$ cat config.mk
export PLATFORM = sky130hd
export DESIGN_NAME = diffeq_dispatch
export DESIGN_NICKNAME = d
export VERILOG_FILES = /design/src/verilog/diffeq_data_pkg.sv /design/src/verilog/diffeq_ctrl_pkg.sv /design/src/verilog/diffeq_dispatch.sv
export SDC_FILE = /design/constraint.sdc
export NUM_CORES = 1
export LEC_CHECK = 0
export BUFFER_PORTS_ARGS = -buffer_cell sky130_fd_sc_hd__buf_2
export CAP_MARGIN = 30
export CORE_AREA = 2 2 133 135
export DETAILED_ROUTE_END_ITERATION = 7
export DIE_AREA = 0 0 135 137
export MAX_ROUTING_LAYER = met4
export PLACE_DENSITY = 0.36
export SLEW_MARGIN = 20
export SYNTH_ARGS = -nofsm -noshare
export SYNTH_HDL_FRONTEND = slang
export SYNTH_SLANG_ARGS = --single-unit
$ cat constraint.sdc
create_clock -name clk -period 2.91 [get_ports clk]
set_clock_uncertainty 0.15 [all_clocks]
set_input_delay 0.291 -clock clk [delete_from_list [all_inputs] [get_ports clk]]
set_output_delay 0.291 -clock clk [all_outputs]
set_load 0.02 [all_outputs]
$ cat src/verilog/diffeq_data_pkg.sv
package diffeq_data_pkg;

  // word size of every numeric field
  parameter int data_width = 32;

  // one solve request from the host
  // start point (x, y, u = y'), end bound a, step dx
  typedef struct packed {
    logic [7:0]            job_id;
    logic [data_width-1:0] x;
    logic [data_width-1:0] y;
    logic [data_width-1:0] u;
    logic [data_width-1:0] a;
    logic [data_width-1:0] dx;
  } job_t;

  // final state of one solve
  typedef struct packed {
    logic [7:0]            job_id;
    logic [data_width-1:0] x;
    logic [data_width-1:0] y;
    logic [data_width-1:0] u;
    // number of euler steps actually taken
    logic [15:0]           steps;
    // loop hit the step cap before x reached a
    logic                  capped;
  } result_t;

endpackage

$ cat src/verilog/diffeq_ctrl_pkg.sv
package diffeq_ctrl_pkg;

  // issue sequence number, wraps freely
  // only two jobs in flight, so 4 bits is plenty
  typedef logic [3:0] tag_t;

  // dispatcher to core
  typedef struct packed {
    tag_t                  tag;
    diffeq_data_pkg::job_t job;
  } tagged_job_t;

  // core to merger
  // tag is stripped again by the merger
  typedef struct packed {
    tag_t                     tag;
    diffeq_data_pkg::result_t res;
  } tagged_result_t;

endpackage

$ cat src/verilog/diffeq_dispatch.sv
`timescale 1ns/1ps

module diffeq_dispatch (
  input  logic                         clk,
  input  logic                         reset,
  input  logic                         job_valid,
  input  diffeq_data_pkg::job_t        job,
  output logic                         job_ready,
  output diffeq_ctrl_pkg::tagged_job_t core_job,
  output logic                         core0_job_valid,
  input  logic                         core0_job_ready,
  output logic                         core1_job_valid,
  input  logic                         core1_job_ready
);

  // tag for the next accepted job
  diffeq_ctrl_pkg::tag_t issue_tag;

  logic take0;
  logic take1;
  logic accept;

  // core 0 wins when both are free
  assign take0 = core0_job_ready;
  assign take1 = core1_job_ready && !core0_job_ready;

  // host sees ready whenever some core is idle
  assign job_ready = core0_job_ready || core1_job_ready;

  // valid only goes to the chosen core
  assign core0_job_valid = job_valid && take0;
  assign core1_job_valid = job_valid && take1;

  // shared payload, stamped with the issue tag
  assign core_job.tag = issue_tag;
  assign core_job.job = job;

  assign accept = job_valid && job_ready;

  // one tag per accepted job
  always_ff @(posedge clk)
  begin
    if (reset)
    begin
      issue_tag <= '0;
    end
    else if (accept)
    begin
      issue_tag <= issue_tag + 4'd1;
    end
  end

endmodule

==> metrics.txt <==
DR top layer met4; # diodes 0; setup TNS 0 ps; number of flip-flops in the largest register 4; final slew viol count 0; first-pass GRT wire length 3970 um; largest cells by area after synthesis buf_4 (87%), dfxtp_1 (5.5%), xor2_1 (1.2%); vias in the first global route 489; Clk pwr share 0.715; postcts setup bufs 0; Layout area overhead -58.4%; CP Cell Sequence buf_2, or2_2, buf_2; hold crit path type input pin to flop; Pleak 0.168 nW; Sw Ratio 0.190; crit path max fanout 4; ratio of cells with drive above 1 in the final layout 0.529; Power Density 498 nW/um^2; Resized cells post-CTS 0; DRT met1 WL 303 um; actual slew at the worst max-slew pin 233 ps; Post-Syn Instances 188; CTS tree done; met3 WL 1110 um; Nets 210; WP data required 2470 ps; final hold viol count 0; core area 17,100 um^2; Synth top area share 0.867; cell taking the most area after synthesis buf_4; slowest stage delay, CP 280 ps; most instantiated cells after synthesis buf_4 (168), dfxtp_1 (4), nor2_1 (3), xor2_1 (2); Port Buf Inserts 11; peak supply drop 105 uV; routed wl met2 1170 um; Main synth FF type dfxtp_1; NetSw 0.0573 mW; clk sink count 4; post-DR vias/cell 1.76; htree depth 1; startpoint types input pin; maximum clock path buffer count 2; initial antenna violation count 0; Comb pwr share 0.082; Synth async-reset ratio 0; Routed WL 3500 um; die span in y 137 um; critical path class input pin to output port; CTS buffer count 3; overall power 0.301 mW; period utilization 0.444; Int Power 0.244 mW; Critical Path AT 850 ps; unrepaired setup endpoints after global routing false; min Tclk post-route 1290 ps; sequential-to-total area share from yosys stat 0.0551; die width 135 um; Syn Std Cell Area 1450 um^2; max-cap viol count 0; largest net degree at the start of global routing 6; top-count cell post-synth buf_4; Initial Utilization 0.0852; global-route usage over all layers 0.0344; Ys Warns 0; Post-CTS Hold Fix Bufs 0; run status finished, final reports clean; boundary pin count 348; most frequent CP cell buf_2; Skew-Pair Late Insertion Delay 230 ps; WL/cell 13.5 um; cell row count 48; Routed Antenna Nets 0; Post-synth EDFFs 0; 1st-pass router iterations 4; Synth cell types 15; Max Freq 0.774 GHz; Die ar. 18,500 um^2; Clock Pin Slew Worst Setup and Hold Paths 30 ps; final core utilization 0.0354; setup violators final 0; syn_nets 362; Rel. slew slack 0.845; Avg Synthesized Cell Area 7.73 um^2; FF+latch count, synth 4; CP Capture Type output port; final hold slack 129 ps; GPL Wtd Cong 0.560; slowest cell on the critical path or2_2; Seq pwr share 0.203; Most flops, register issue_tag; largest registers issue_tag (4); DR iter-0 viols 11; via count 457; DRC viols 0; CTS root buffer clkbuf_16; grt ovf 0
## metrics by stage
step	instances	worst slack (ps)	area (um^2)
after global routing	259	1600	604
after detailed placement	256	1620	529
final	259	1620	604
after floorplan	188	1680	1450
after CTS	259	1620	604
after global placement	256	1620	529
## worst max-delay path, delay by kind of cell
kind	cells	cell delay, ps
buf+inv	2	280
simple gates	1	280
## placed cells by master (no fill, tap or decap), drive strengths merged
cell	n
or3	1
mux2i	1
o21ai	2
ha	1
dfxtp	4
and2	1
nor2	3
clkbuf	3
o211ai	1
and3b	1
or2	1
xor2	2
buf	11
nand3	1
a21oi	1
## power groups by stage
| stage | Sequential (mW) | Clock, mW | Combinational, mW |
|---|---|---|---|
| after global routing | 0.0613 | 0.221 | 0.0277 |
| after floorplan | 0.0647 | 0 | 0.348 |
| after detailed placement | 0.0618 | 0 | 0.0251 |
| after global placement | 0.0617 | 0 | 0.0249 |
| after CTS | 0.0611 | 0.218 | 0.0251 |
| final | 0.0610 | 0.215 | 0.0248 |
## cells by family (layout without fill, tap and decap cells)
group                      count (synthesis)  count (layout)  synth area share
muxes                                      1               1           0.00688
and+or+nand+nor                            8               8            0.0318
adders and majority gates                  1               1           0.00860
xor gates and xnor gates                   2               2            0.0121
DFF                                        4               4            0.0551
AOI/OAI and AO/OA                          4               4            0.0181
buffers and inverters                    168              14             0.867
## cell type report
cell class | count | area [um^2]
timing repair buffer | 11 | 55.1
tap | 225 | 282
fill | 2064 | 16500
sequential | 4 | 80.1
clock buffer | 3 | 75.1
multi-input combinational | 16 | 113
## final timing paths
check	from	end	slack (ps)	depth (start not counted)
worst max-delay path	core1_job_ready	job_ready	1620	3
worst min-delay path	reset	issue_tag[3]	130	2
worst max register to register	issue_tag[0]	issue_tag[3]	1760	3
worst min register to register	issue_tag[3]	issue_tag[3]	330	2
## routing by layer
metal | up-vias | track usage
li1 | 98 | -
met1 | 130 | 0.00665
met2 | 133 | 0.0321
met3 | 96 | 0.0493
met4 | 0 | 0.0885
met5 | - | -
Power figures use the tool's default switching activity.
