### src/verilog/diffeq_data_pkg.sv
package diffeq_data_pkg;

  // word size of every numeric field
  parameter int data_width = 32;

  // one solve request from the host
  // start point (x, y, u = y'), end bound a, step dx
  typedef struct packed {
    logic [7:0]            job_id;
    logic [data_width-1:0] x;
    logic [data_width-1:0] y;
    logic [data_width-1:0] u;
    logic [data_width-1:0] a;
    logic [data_width-1:0] dx;
  } job_t;

  // final state of one solve
  typedef struct packed {
    logic [7:0]            job_id;
    logic [data_width-1:0] x;
    logic [data_width-1:0] y;
    logic [data_width-1:0] u;
    // number of euler steps actually taken
    logic [15:0]           steps;
    // loop hit the step cap before x reached a
    logic                  capped;
  } result_t;

endpackage

### src/verilog/diffeq_ctrl_pkg.sv
package diffeq_ctrl_pkg;

  // issue sequence number, wraps freely
  // only two jobs in flight, so 4 bits is plenty
  typedef logic [3:0] tag_t;

  // dispatcher to core
  typedef struct packed {
    tag_t                  tag;
    diffeq_data_pkg::job_t job;
  } tagged_job_t;

  // core to merger
  // tag is stripped again by the merger
  typedef struct packed {
    tag_t                     tag;
    diffeq_data_pkg::result_t res;
  } tagged_result_t;

endpackage

### src/verilog/diffeq_result_merge.sv
`timescale 1ns/1ps

module diffeq_result_merge (
  input  logic                            clk,
  input  logic                            reset,
  input  logic                            core0_res_valid,
  input  diffeq_ctrl_pkg::tagged_result_t core0_res,
  output logic                            core0_res_ready,
  input  logic                            core1_res_valid,
  input  diffeq_ctrl_pkg::tagged_result_t core1_res,
  output logic                            core1_res_ready,
  output logic                            out_valid,
  output diffeq_data_pkg::result_t        out,
  input  logic                            out_ready
);

  // tag of the next result owed to the host
  diffeq_ctrl_pkg::tag_t expect_tag;

  logic hit0;
  logic hit1;
  logic fire;

  // a core only counts once its result carries the expected tag
  // a finished core with a later tag just sits in hold
  assign hit0 = core0_res_valid && (core0_res.tag == expect_tag);
  assign hit1 = core1_res_valid && (core1_res.tag == expect_tag);

  assign out_valid = hit0 || hit1;

  // at most one core holds the expected tag
  always_comb
  begin
    if (hit0)
      out = core0_res.res;
    else
      out = core1_res.res;
  end

  // ready back only to the selected core
  assign core0_res_ready = hit0 && out_ready;
  assign core1_res_ready = hit1 && !hit0 && out_ready;

  assign fire = out_valid && out_ready;

  // move on to the next issue slot
  always_ff @(posedge clk)
  begin
    if (reset)
    begin
      expect_tag <= '0;
    end
    else if (fire)
    begin
      expect_tag <= expect_tag + 4'd1;
    end
  end

endmodule

### config.mk
export PLATFORM = sky130hd
export DESIGN_NAME = diffeq_result_merge
export DESIGN_NICKNAME = d
export VERILOG_FILES = /design/src/verilog/diffeq_data_pkg.sv /design/src/verilog/diffeq_ctrl_pkg.sv /design/src/verilog/diffeq_result_merge.sv
export SDC_FILE = /design/constraint.sdc
export NUM_CORES = 1
export LEC_CHECK = 0
export BUFFER_PORTS_ARGS = -buffer_cell sky130_fd_sc_hd__buf_2
export CORE_AREA = 2 2 149 151
export CTS_BUF_LIST = sky130_fd_sc_hd__clkbuf_2
export CTS_CLUSTER_DIAMETER = 150
export DETAILED_ROUTE_END_ITERATION = 12
export DIE_AREA = 0 0 151 153
export GPL_TIMING_DRIVEN = 1
export SETUP_SLACK_MARGIN = 0.5
export SLEW_MARGIN = 20
export SYNTH_ARGS = -nofsm -noshare
export SYNTH_HDL_FRONTEND = slang
export SYNTH_SLANG_ARGS = --single-unit
### constraint.sdc
create_clock -name clk -period 3.1 [get_ports clk]
set_clock_uncertainty 0.15 [all_clocks]
set_input_delay 0.62 -clock clk [delete_from_list [all_inputs] [get_ports clk]]
set_output_delay 0.62 -clock clk [all_outputs]
set_load 0.02 [all_outputs]
==> out/results.txt <==
CTS clock-pin slew for the worst setup and hold paths - 0.04 ns
Antenna viol nets, final - 0
Nets - 804
CP Launch Type - input port
Unrepaired setup endpoints after global routing - true
Layout cells sized above 1 - 93.8%
Cell at the root of the clock tree - clkbuf_2
Max FFs per register - 4
Max clock buf depth - 2
IO Port Bufs - 378
HP Class - reg2reg
Initial Utilization - 8.84%
Maximum vdd drop - 0.0000642 V
Register area - 80.1 um^2
Period Utilization, post-route - 99.8%
Global Route Usage Sum - 7.01%
Registers with the most flip-flops - expect_tag x4
Htree depth - 1
Multi-input logic area - 1720 um^2
Remaining DRCs - 0
Sequential share of the synthesized area - 4.22%
Worst slew pin tran - 0.421 ns
Sequential cell fraction of total power - 8.4%
Worst setup EP type - output port
Top-level I/O count - 379
Vias in the first global route - 2658
Post-DP Area - 4110 um^2
Design area - 4120 um^2
Clk pwr share - 7.4%
Final wirelength - 9.55 mm
Final HPWL DP - 8.58 mm
Avg Cell Area, Syn - 10.7 um^2
Initial antenna violation count - 0
Largest net degree at the start of global routing - 65
DRT Pass-1 Iters - 4
Post-Synth Adder-Cell Area - 0.659%
Yosys top cell area share - 55.7%
Core ar. - 21500 um^2
# diodes - 0
DP Cell Count - 823
# rows - 54
Internal power - 350 uW
Final hold viol count - 0
Comb pwr share - 84.2%
Max_cap viols - 0
CTS tree - done
Die H - 153 um
Ranking of synthesized cells by area - mux2_2 56%, mux2_4 21%, dfxtp_1 4.2%
P_leak - 2.33 nW
Synthesized area - 1900 um^2
Final GP Congestion - 0.802
Worst-path fanout max - 63
Critical path arrival - 2.32 ns
Synth unique cells - 24
Synth-to-layout area growth - 117%
Fillers - 2441
DRT iter0 DRCs - 63
Max Fclk - 0.323 GHz
Global route overflow - 0
Synth warnings - 0
Width of the die - 151 um
Most flops, register - expect_tag
Clock latency on the worst-skew pair - 0.20 ns
TNS Setup - 0 ns
Simple-gate share of the synthesized area - 4.48%
Synth Area in XOR/XNOR - 0.922%
Status - finished, final reports clean
Total number of vias - 2862
Final setup violating endpoints - 0
Via-to-Cell Ratio - 3.46
Leading area contributor after synthesis - mux2_2
WL per Instance - 11.6 um
First-pass GRT wire length - 13.0 mm
Cell Pwr Density - 151 nW/um^2
Non-Filler Instances - 826
Max_slew headroom - 71.9%
Die area - 23100 um^2
Worst EP required - 2.33 ns
Mux cell area share after synthesis - 79.4%
Complex-gate fraction of the synthesized area - 4.15%
CP Class - in2out
Sw frac - 44.0%
CTS sink cnt - 4
Fin. max-slew vios - 0
Post-synth net total - 433
Post-Synthesis Cells - 177
Net Switching - 274 uW
CTS Buf Count - 3
Min cycle time layout - 3.09 ns
Largest family of logic cells by synthesized area - multiplexers
FF+latch count, synth - 4
-- routing by layer --
layer,up-vias,track usage (%),share of wire [%]
met4,0,0.935,0.28
met2,197,14.6,53
li1,1405,-,-
met3,2,0.567,9.9
met1,1258,7.58,37
met5,-,0,0
-- cell type report --
type	instances	area share (%)
Sequential cell	4	1.94
Inverter	6	0.547
Multi-Input combinational cell	153	41.8
Tap cell	280	8.50
Timing Repair Buffer	380	46.9
Clock buffer	3	0.364
-- cells by family (layout without fill, tap and decap cells) --
kind of cell | count (synthesis) | in the layout
multiplexers | 125 | 125
buffers and inverters | 20 | 389
AND/OR/NAND/NOR | 16 | 16
AO/OA/AOI/OAI | 9 | 9
flip-flops | 4 | 4
XOR/XNOR | 2 | 2
adder cells (fa/ha/maj) | 1 | 1
-- cell usage in the layout (no fill, tap or decap), drive strengths merged --
| cell type | netlist | routed |
|---|---|---|
| o22ai | 1 | 1 |
| nor3b | 1 | 1 |
| or4 | 2 | 2 |
| nand2b | 2 | 2 |
| a21oi | 1 | 1 |
| inv | 6 | 6 |
| clkbuf | 0 | 3 |
| xor2 | 2 | 2 |
| mux2i | 1 | 1 |
| nand3 | 1 | 1 |
| buf | 14 | 380 |
| a211oi | 2 | 2 |
| dfxtp | 4 | 4 |
| mux2 | 124 | 124 |
| nor2b | 3 | 3 |
| ha | 1 | 1 |
| o21ai | 2 | 2 |
| nand2 | 1 | 1 |
| a221o | 2 | 2 |
| o2bb2ai | 1 | 1 |
| nor2 | 6 | 6 |
-- power by group through the flow --
stage / sequential, mW / clock [mW] / combinational, mW
after floorplan: 0.0533 / 0 / 0.269
after global placement: 0.0534 / 0 / 0.525
after detailed placement: 0.0534 / 0 / 0.529
after CTS: 0.0524 / 0.0500 / 0.532
after global routing: 0.0525 / 0.0509 / 0.564
final: 0.0525 / 0.0461 / 0.525
-- cells in the mapped netlist --
cell type  instances
nand2b_1           2
ha_1               1
mux2_1             3
mux2_4            27
buf_6              4
dfxtp_1            4
a21oi_2            1
nor3b_1            1
nor2_1             6
o2bb2ai_1          1
xor2_1             2
nand3_1            1
o22ai_1            1
inv_2              1
o21ai_0            2
buf_2             10
or4_1              2
nand2_1            1
a221o_1            2
a211oi_2           2
nor2b_1            3
mux2_2            94
inv_1              5
mux2i_1            1
-- through the flow --
stage	utilization, %	worst slack (ns)	hold WS [ns]	total power [mW]
after floorplan	-	0.229	0.356	0.322
after global placement	19.1	0.0374	0.383	0.579
after detailed placement	19.1	0.0296	0.393	0.583
after CTS	19.2	0.0246	0.402	0.634
after global routing	19.2	-0.0131	0.432	0.667
final	19.2	0.00706	0.398	0.624
-- worst max-delay path, cell delays in order --
cell and delay (ns):
buf_2 0.10, a221o_1 0.33, or4_4 0.46, buf_12 0.20, mux2_2 0.36, buf_2 0.17
-- path summary, 6_finish.rpt --
path,from,endpoint,slack (ns),cells after the start
hold / removal,expect_tag[3],expect_tag[3],0.40,2
setup reg to reg,expect_tag[1],expect_tag[3],0.78,6
setup / recovery,core0_res[124],out[37],0.007,6
hold reg to reg,expect_tag[3],expect_tag[3],0.40,2
-- timing repair --
action	in CTS	in global routing
gates cloned	0	0
gates resized for setup	0	0
setup buffers	0	0
hold buffers	0	0
endpoints found under the setup margin	124	124
Power figures use the tool's default switching activity.
