<file path="src/verilog/diffeq_data_pkg.sv">
package diffeq_data_pkg;

  // word size of every numeric field
  parameter int data_width = 32;

  // one solve request from the host
  // start point (x, y, u = y'), end bound a, step dx
  typedef struct packed {
    logic [7:0]            job_id;
    logic [data_width-1:0] x;
    logic [data_width-1:0] y;
    logic [data_width-1:0] u;
    logic [data_width-1:0] a;
    logic [data_width-1:0] dx;
  } job_t;

  // final state of one solve
  typedef struct packed {
    logic [7:0]            job_id;
    logic [data_width-1:0] x;
    logic [data_width-1:0] y;
    logic [data_width-1:0] u;
    // number of euler steps actually taken
    logic [15:0]           steps;
    // loop hit the step cap before x reached a
    logic                  capped;
  } result_t;

endpackage

</file>
<file path="src/verilog/diffeq_ctrl_pkg.sv">
package diffeq_ctrl_pkg;

  // issue sequence number, wraps freely
  // only two jobs in flight, so 4 bits is plenty
  typedef logic [3:0] tag_t;

  // dispatcher to core
  typedef struct packed {
    tag_t                  tag;
    diffeq_data_pkg::job_t job;
  } tagged_job_t;

  // core to merger
  // tag is stripped again by the merger
  typedef struct packed {
    tag_t                     tag;
    diffeq_data_pkg::result_t res;
  } tagged_result_t;

endpackage

</file>
<file path="src/verilog/diffeq_core.sv">
`timescale 1ns/1ps

module diffeq_core #(
  parameter int max_steps = 1000
) (
  input  logic                            clk,
  input  logic                            reset,
  input  logic                            job_valid,
  input  diffeq_ctrl_pkg::tagged_job_t    job,
  output logic                            job_ready,
  output logic                            res_valid,
  output diffeq_ctrl_pkg::tagged_result_t res,
  input  logic                            res_ready
);

  localparam int w = diffeq_data_pkg::data_width;
  // step counter compares against this
  localparam logic [15:0] step_cap = 16'(max_steps);

  typedef enum logic [1:0] {
    st_idle,
    st_iterate,
    st_hold
  } state_t;

  state_t state;

  // solver state
  logic [w-1:0] x_q;
  logic [w-1:0] y_q;
  logic [w-1:0] u_q;
  logic [15:0]  steps_q;
  logic         capped_q;
  diffeq_ctrl_pkg::tag_t tag_q;

  // job constants kept for the whole solve
  logic [w-1:0] a_q;
  logic [w-1:0] dx_q;
  logic [7:0]   job_id_q;

  // next-step datapath
  logic [w-1:0] temp;
  logic [w-1:0] x_next;
  logic [w-1:0] y_next;
  logic [w-1:0] u_next;
  logic         keep_going;

  // one forward euler step of y'' + 3xy' + 3y = 0
  // all unsigned math wrapping at 32 bits
  always_comb
  begin
    temp   = u_q * dx_q;
    u_next = u_q - 3 * temp * x_q - 3 * dx_q * y_q;
    y_next = y_q + temp;
    x_next = x_q + dx_q;
  end

  // unsigned loop test against end bound and step cap
  assign keep_going = (x_q < a_q) && (steps_q < step_cap);

  always_ff @(posedge clk)
  begin
    if (reset)
    begin
      state <= st_idle;
    end
    else
    begin
      case (state)
        st_idle:
        begin
          // load start point on accept
          if (job_valid)
          begin
            x_q      <= job.job.x;
            y_q      <= job.job.y;
            u_q      <= job.job.u;
            a_q      <= job.job.a;
            dx_q     <= job.job.dx;
            job_id_q <= job.job.job_id;
            tag_q    <= job.tag;
            steps_q  <= '0;
            capped_q <= 1'b0;
            state    <= st_iterate;
          end
        end
        st_iterate:
        begin
          if (keep_going)
          begin
            x_q     <= x_next;
            y_q     <= y_next;
            u_q     <= u_next;
            steps_q <= steps_q + 16'd1;
          end
          else
          begin
            // still below a means we ran out of steps
            capped_q <= (x_q < a_q);
            state    <= st_hold;
          end
        end
        st_hold:
        begin
          // wait for the merger to take it
          if (res_ready)
            state <= st_idle;
        end
        default:
          state <= st_idle;
      endcase
    end
  end

  assign job_ready = (state == st_idle);
  assign res_valid = (state == st_hold);

  // result comes straight from the state registers
  assign res.tag        = tag_q;
  assign res.res.job_id = job_id_q;
  assign res.res.x      = x_q;
  assign res.res.y      = y_q;
  assign res.res.u      = u_q;
  assign res.res.steps  = steps_q;
  assign res.res.capped = capped_q;

endmodule

</file>
<file path="config.mk">
export PLATFORM = sky130hd
export DESIGN_NAME = diffeq_core
export DESIGN_NICKNAME = d
export VERILOG_FILES = /design/src/verilog/diffeq_data_pkg.sv /design/src/verilog/diffeq_ctrl_pkg.sv /design/src/verilog/diffeq_core.sv
export SDC_FILE = /design/constraint.sdc
export NUM_CORES = 2
export LEC_CHECK = 0
export BUFFER_PORTS_ARGS = -buffer_cell sky130_fd_sc_hd__buf_2
export CAP_MARGIN = 30
export CORE_MARGIN = 3
export CORE_UTILIZATION = 40
export CTS_CLUSTER_SIZE = 12
export DETAILED_ROUTE_END_ITERATION = 10
export PLACE_DENSITY = 0.67
export SLEW_MARGIN = 20
export SYNTH_ARGS = -nofsm -noshare
export SYNTH_HDL_FRONTEND = slang
export SYNTH_SLANG_ARGS = --single-unit
</file>
<file path="constraint.sdc">
create_clock -name clk -period 21.9 [get_ports clk]
set_clock_uncertainty 0.05 [all_clocks]
set_input_delay 1.095 -clock clk [delete_from_list [all_inputs] [get_ports clk]]
set_output_delay 1.095 -clock clk [all_outputs]
set_load 0.03 [all_outputs]
</file>
==> flow_summary.json <==
{
  "ctsRootBufferMaster": "clkbuf_16",
  "start_util_pct": 40.42,
  "global_route.overflow_total": 0,
  "cts-buffers-inserted": 17,
  "postCtsSetupBuffers": 0,
  "hpwlAfterDp_um": 168100,
  "drt_first_iter_violations": 4147,
  "final_antenna_net_count": 0,
  "first_pass_iters": 5,
  "setup.worst_path.end_class": "flip-flop",
  "timing.critical_path.required_ns": 22.13,
  "synth.net_count": 8619,
  "category_of_the_critical_setup_timing_path": "flip-flop to flip-flop",
  "fillerInstances": 14713,
  "hold_viol_final": 0,
  "fin_ws_ns": 3.312,
  "synthesis.area_per_instance_um2": 9.392,
  "synth-main-ff-cell": "edfxtp_1",
  "syn_inst": 6561,
  "crit_arrival_ns": 18.82,
  "drive_above_1_share_pct": 7.896,
  "slew_headroom_pct": 29.00,
  "finalHoldWorstSlack_ns": 0.6125,
  "cp_slowest_stage_delay_ns": 0.59,
  "critical-path-slowest-cell": "edfxtp_1",
  "setup-violations-final": 0,
  "chipWidth_um": 398.5,
  "postSynthRegisterBits": 191,
  "antenna_found_initial": 20,
  "wire_length_of_the_first_global_routing_pass_um": 317400,
  "gp_congestion": 0.9579,
  "post-route-period-util_pct": 84.88,
  "grt_setup_unrepaired": "no",
  "numPlacedInstances": 8760,
  "floorplan.die.height_um": 398.5,
  "cts-root-to-sink-buffers": 2,
  "route.vias.total": 47285,
  "ys_types": 65,
  "grt_max_degree": 87,
  "setup-tns-final_ns": 0,
  "synth_seq_area_share_pct": 9.276,
  "final_cells": 8799,
  "synth_enable_flop_cells": 189,
  "cts-htree-levels": 4,
  "drt-vias-per-instance": 5.374,
  "worst_skew_pair.late_latency_ns": 0.55,
  "detail_route.wirelength_um": 209700,
  "ys_warnings": 0,
  "post_cts_resized": 0,
  "boundaryPins": 303,
  "tritoncts": "yes",
  "cpMostUsedCell": "fa_1",
  "timing.critical_path.fanout_max": 20,
  "placement_rows": 143,
  "transition_time_at_the_pin_with_the_least_slew_margin_ns": 1.056,
  "hold_class": "flip-flop to flip-flop",
  "post_synth_instance_area_um2": 61620,
  "postCtsHoldBufs": 0,
  "place_worst_setup_slack_ns": 3.465,
  "die_area_um2": 158800,
  "buffer_ports.inserted": 302,
  "final_net_count": 8810,
  "max-cap-violations": 0,
  "run_status": "finished clean",
  "core_um2": 152400,
  "via_count_of_the_first_global_routing_pass": 51284,
  "critPathLaunchType": "flip-flop",
  "drc": 0,
  "post_drt_wl_per_cell_um": 23.83,
  "clkSinkCount": 191,
  "grt_util_all_layers_pct": 26.92,
  "clk_pin_slew_ns": 0.09,
  "maxSlewViolCount": 0,
  "finalCriticalPeriod_ns": 18.59,
  "async_reset_ff_share_pct": 0,
  "upper_clock_frequency_limit_ghz": 0.05380,
  "layout-area-overhead-vs-synth_pct": 8.043
}
## placed cells by master (no fill, tap or decap), types with 6 or more instances in the layout
master,n
a2111oi_0,7
or3_1,18
xnor2_2,7
fa_1,1318
or2_2,11
clkbuf_16,17
nand3_1,34
xor2_1,79
xnor3_1,11
and3_1,52
nor2_1,98
o211ai_1,6
and2_1,808
o21a_1,15
mux2_2,10
a21boi_0,10
edfxtp_1,189
nor3_1,43
buf_4,137
o21ai_0,129
a21boi_1,6
nand2b_1,25
diode_2,6
buf_2,303
a31oi_1,11
o21bai_1,19
ha_1,562
nand4_1,6
a21oi_1,119
a211oi_1,13
nand2_1,907
o21ai_1,28
xnor2_1,226
a21o_1,40
o31ai_1,20
nor4_1,7
inv_1,1361
nor2b_1,15
## stage by stage
| step | cell area (µm²) | util (%) |
|---|---|---|
| after floorplan | 61620 | - |
| after global placement | 65850 | 43.20 |
| after detailed placement | 65940 | 43.25 |
| after CTS | 66520 | 43.64 |
| after global routing | 66560 | 43.66 |
| final | 66570 | 43.67 |
## metal layers
layer | global-route usage, % | part of all wire (%) | routed length, µm | vias to the layer above
met1 | 33.88 | 38 | 79910 | 24116
met4 | 13.08 | 5.7 | 11890 | 8
li1 | - | - | - | 20074
met3 | 6.963 | 10 | 21880 | 599
met5 | 0 | 0.025 | 52 | -
met2 | 43.13 | 46 | 95980 | 2488
## area by class of cell
class	count	area, µm²	area share (%)
inverters	1361	5109	7.674
repair buffers	448	2674	4.016
well taps	2030	2540	3.815
clock inverters	13	155.1	0.2330
clock buffers	17	425.4	0.6390
flip-flops and latches	191	5715	8.585
diodes	6	15.01	0.02255
multi-input cells	4733	49940	75.02
## worst paths after layout
check | slack [ns] | startpoint | depth (start not counted) | end
max | 3.31 | dx_q[6] | 67 | u_q[31]
min | 0.61 | steps_q[0] | 1 | steps_q[0]
max reg2reg | 3.31 | dx_q[6] | 67 | u_q[31]
min reg2reg | 0.61 | steps_q[0] | 1 | steps_q[0]
## sequential cells by signal (all words and copies together), names as in the netlist
signal	cells
capped_q	1
job_id_q	8
state	2
u_q	32
a_q	32
dx_q	32
x_q	32
y_q	32
steps_q	16
tag_q	4
## cells in the mapped netlist (all sizes together), types with 3 or more instances
master | number | area [µm²]
and3 | 52 | 325.3
nor3 | 43 | 215.2
or2 | 11 | 68.82
o21a | 15 | 112.6
nand2b | 26 | 162.7
o21ai | 157 | 785.8
a31o | 8 | 70.07
nand3 | 34 | 170.2
a41oi | 4 | 35.03
nor2 | 98 | 367.9
and2 | 808 | 5055
a21o | 40 | 300.3
inv | 1361 | 5109
o211ai | 6 | 45.04
a211o | 5 | 43.79
o41ai | 5 | 43.79
fa | 1319 | 26410
nor2b | 15 | 93.84
and4 | 3 | 26.28
xnor2 | 237 | 2091
o31ai | 20 | 150.1
a211oi | 13 | 97.59
mux2 | 10 | 112.6
xor2 | 85 | 763.2
o21bai | 21 | 168.9
a21boi | 16 | 120.1
nor4 | 8 | 50.05
o31a | 4 | 35.03
clkbuf | 270 | 1013
a21oi | 120 | 604.3
nand2 | 909 | 3417
a31oi | 11 | 68.82
edfxtp | 189 | 5675
ha | 563 | 7044
or3 | 18 | 112.6
nand4 | 6 | 37.54
xnor3 | 11 | 247.7
o2111ai | 3 | 26.28
a2111oi | 8 | 76.32
buf | 6 | 26.28
## cell families (layout without fill, tap and decap cells)
family | after synthesis | after routing | synth area share, %
AO/OA/AOI/OAI | 468 | 468 | 4.699
adder cells (fa/ha/maj) | 1882 | 1882 | 54.29
AND/OR/NAND/NOR | 2039 | 2039 | 16.51
other | 0 | 6 | 0
multiplexers | 10 | 10 | 0.1828
XOR/XNOR | 334 | 334 | 5.072
buffers and inverters | 1637 | 1839 | 9.978
flip-flops | 191 | 191 | 9.276
## critical path: cells and delay by family (launching register included)
kind            cells  cell delay (ns)
compound gates     10             1.68
fa+ha+maj          20             8.98
buf+inv             8             0.75
xor+xnor           20             4.52
simple gates        9             1.72
flops               1             0.59
Power is left out: the tool's default activity adds up to more than one toggle a clock period on the data nets, which glitch-free logic cannot reach.
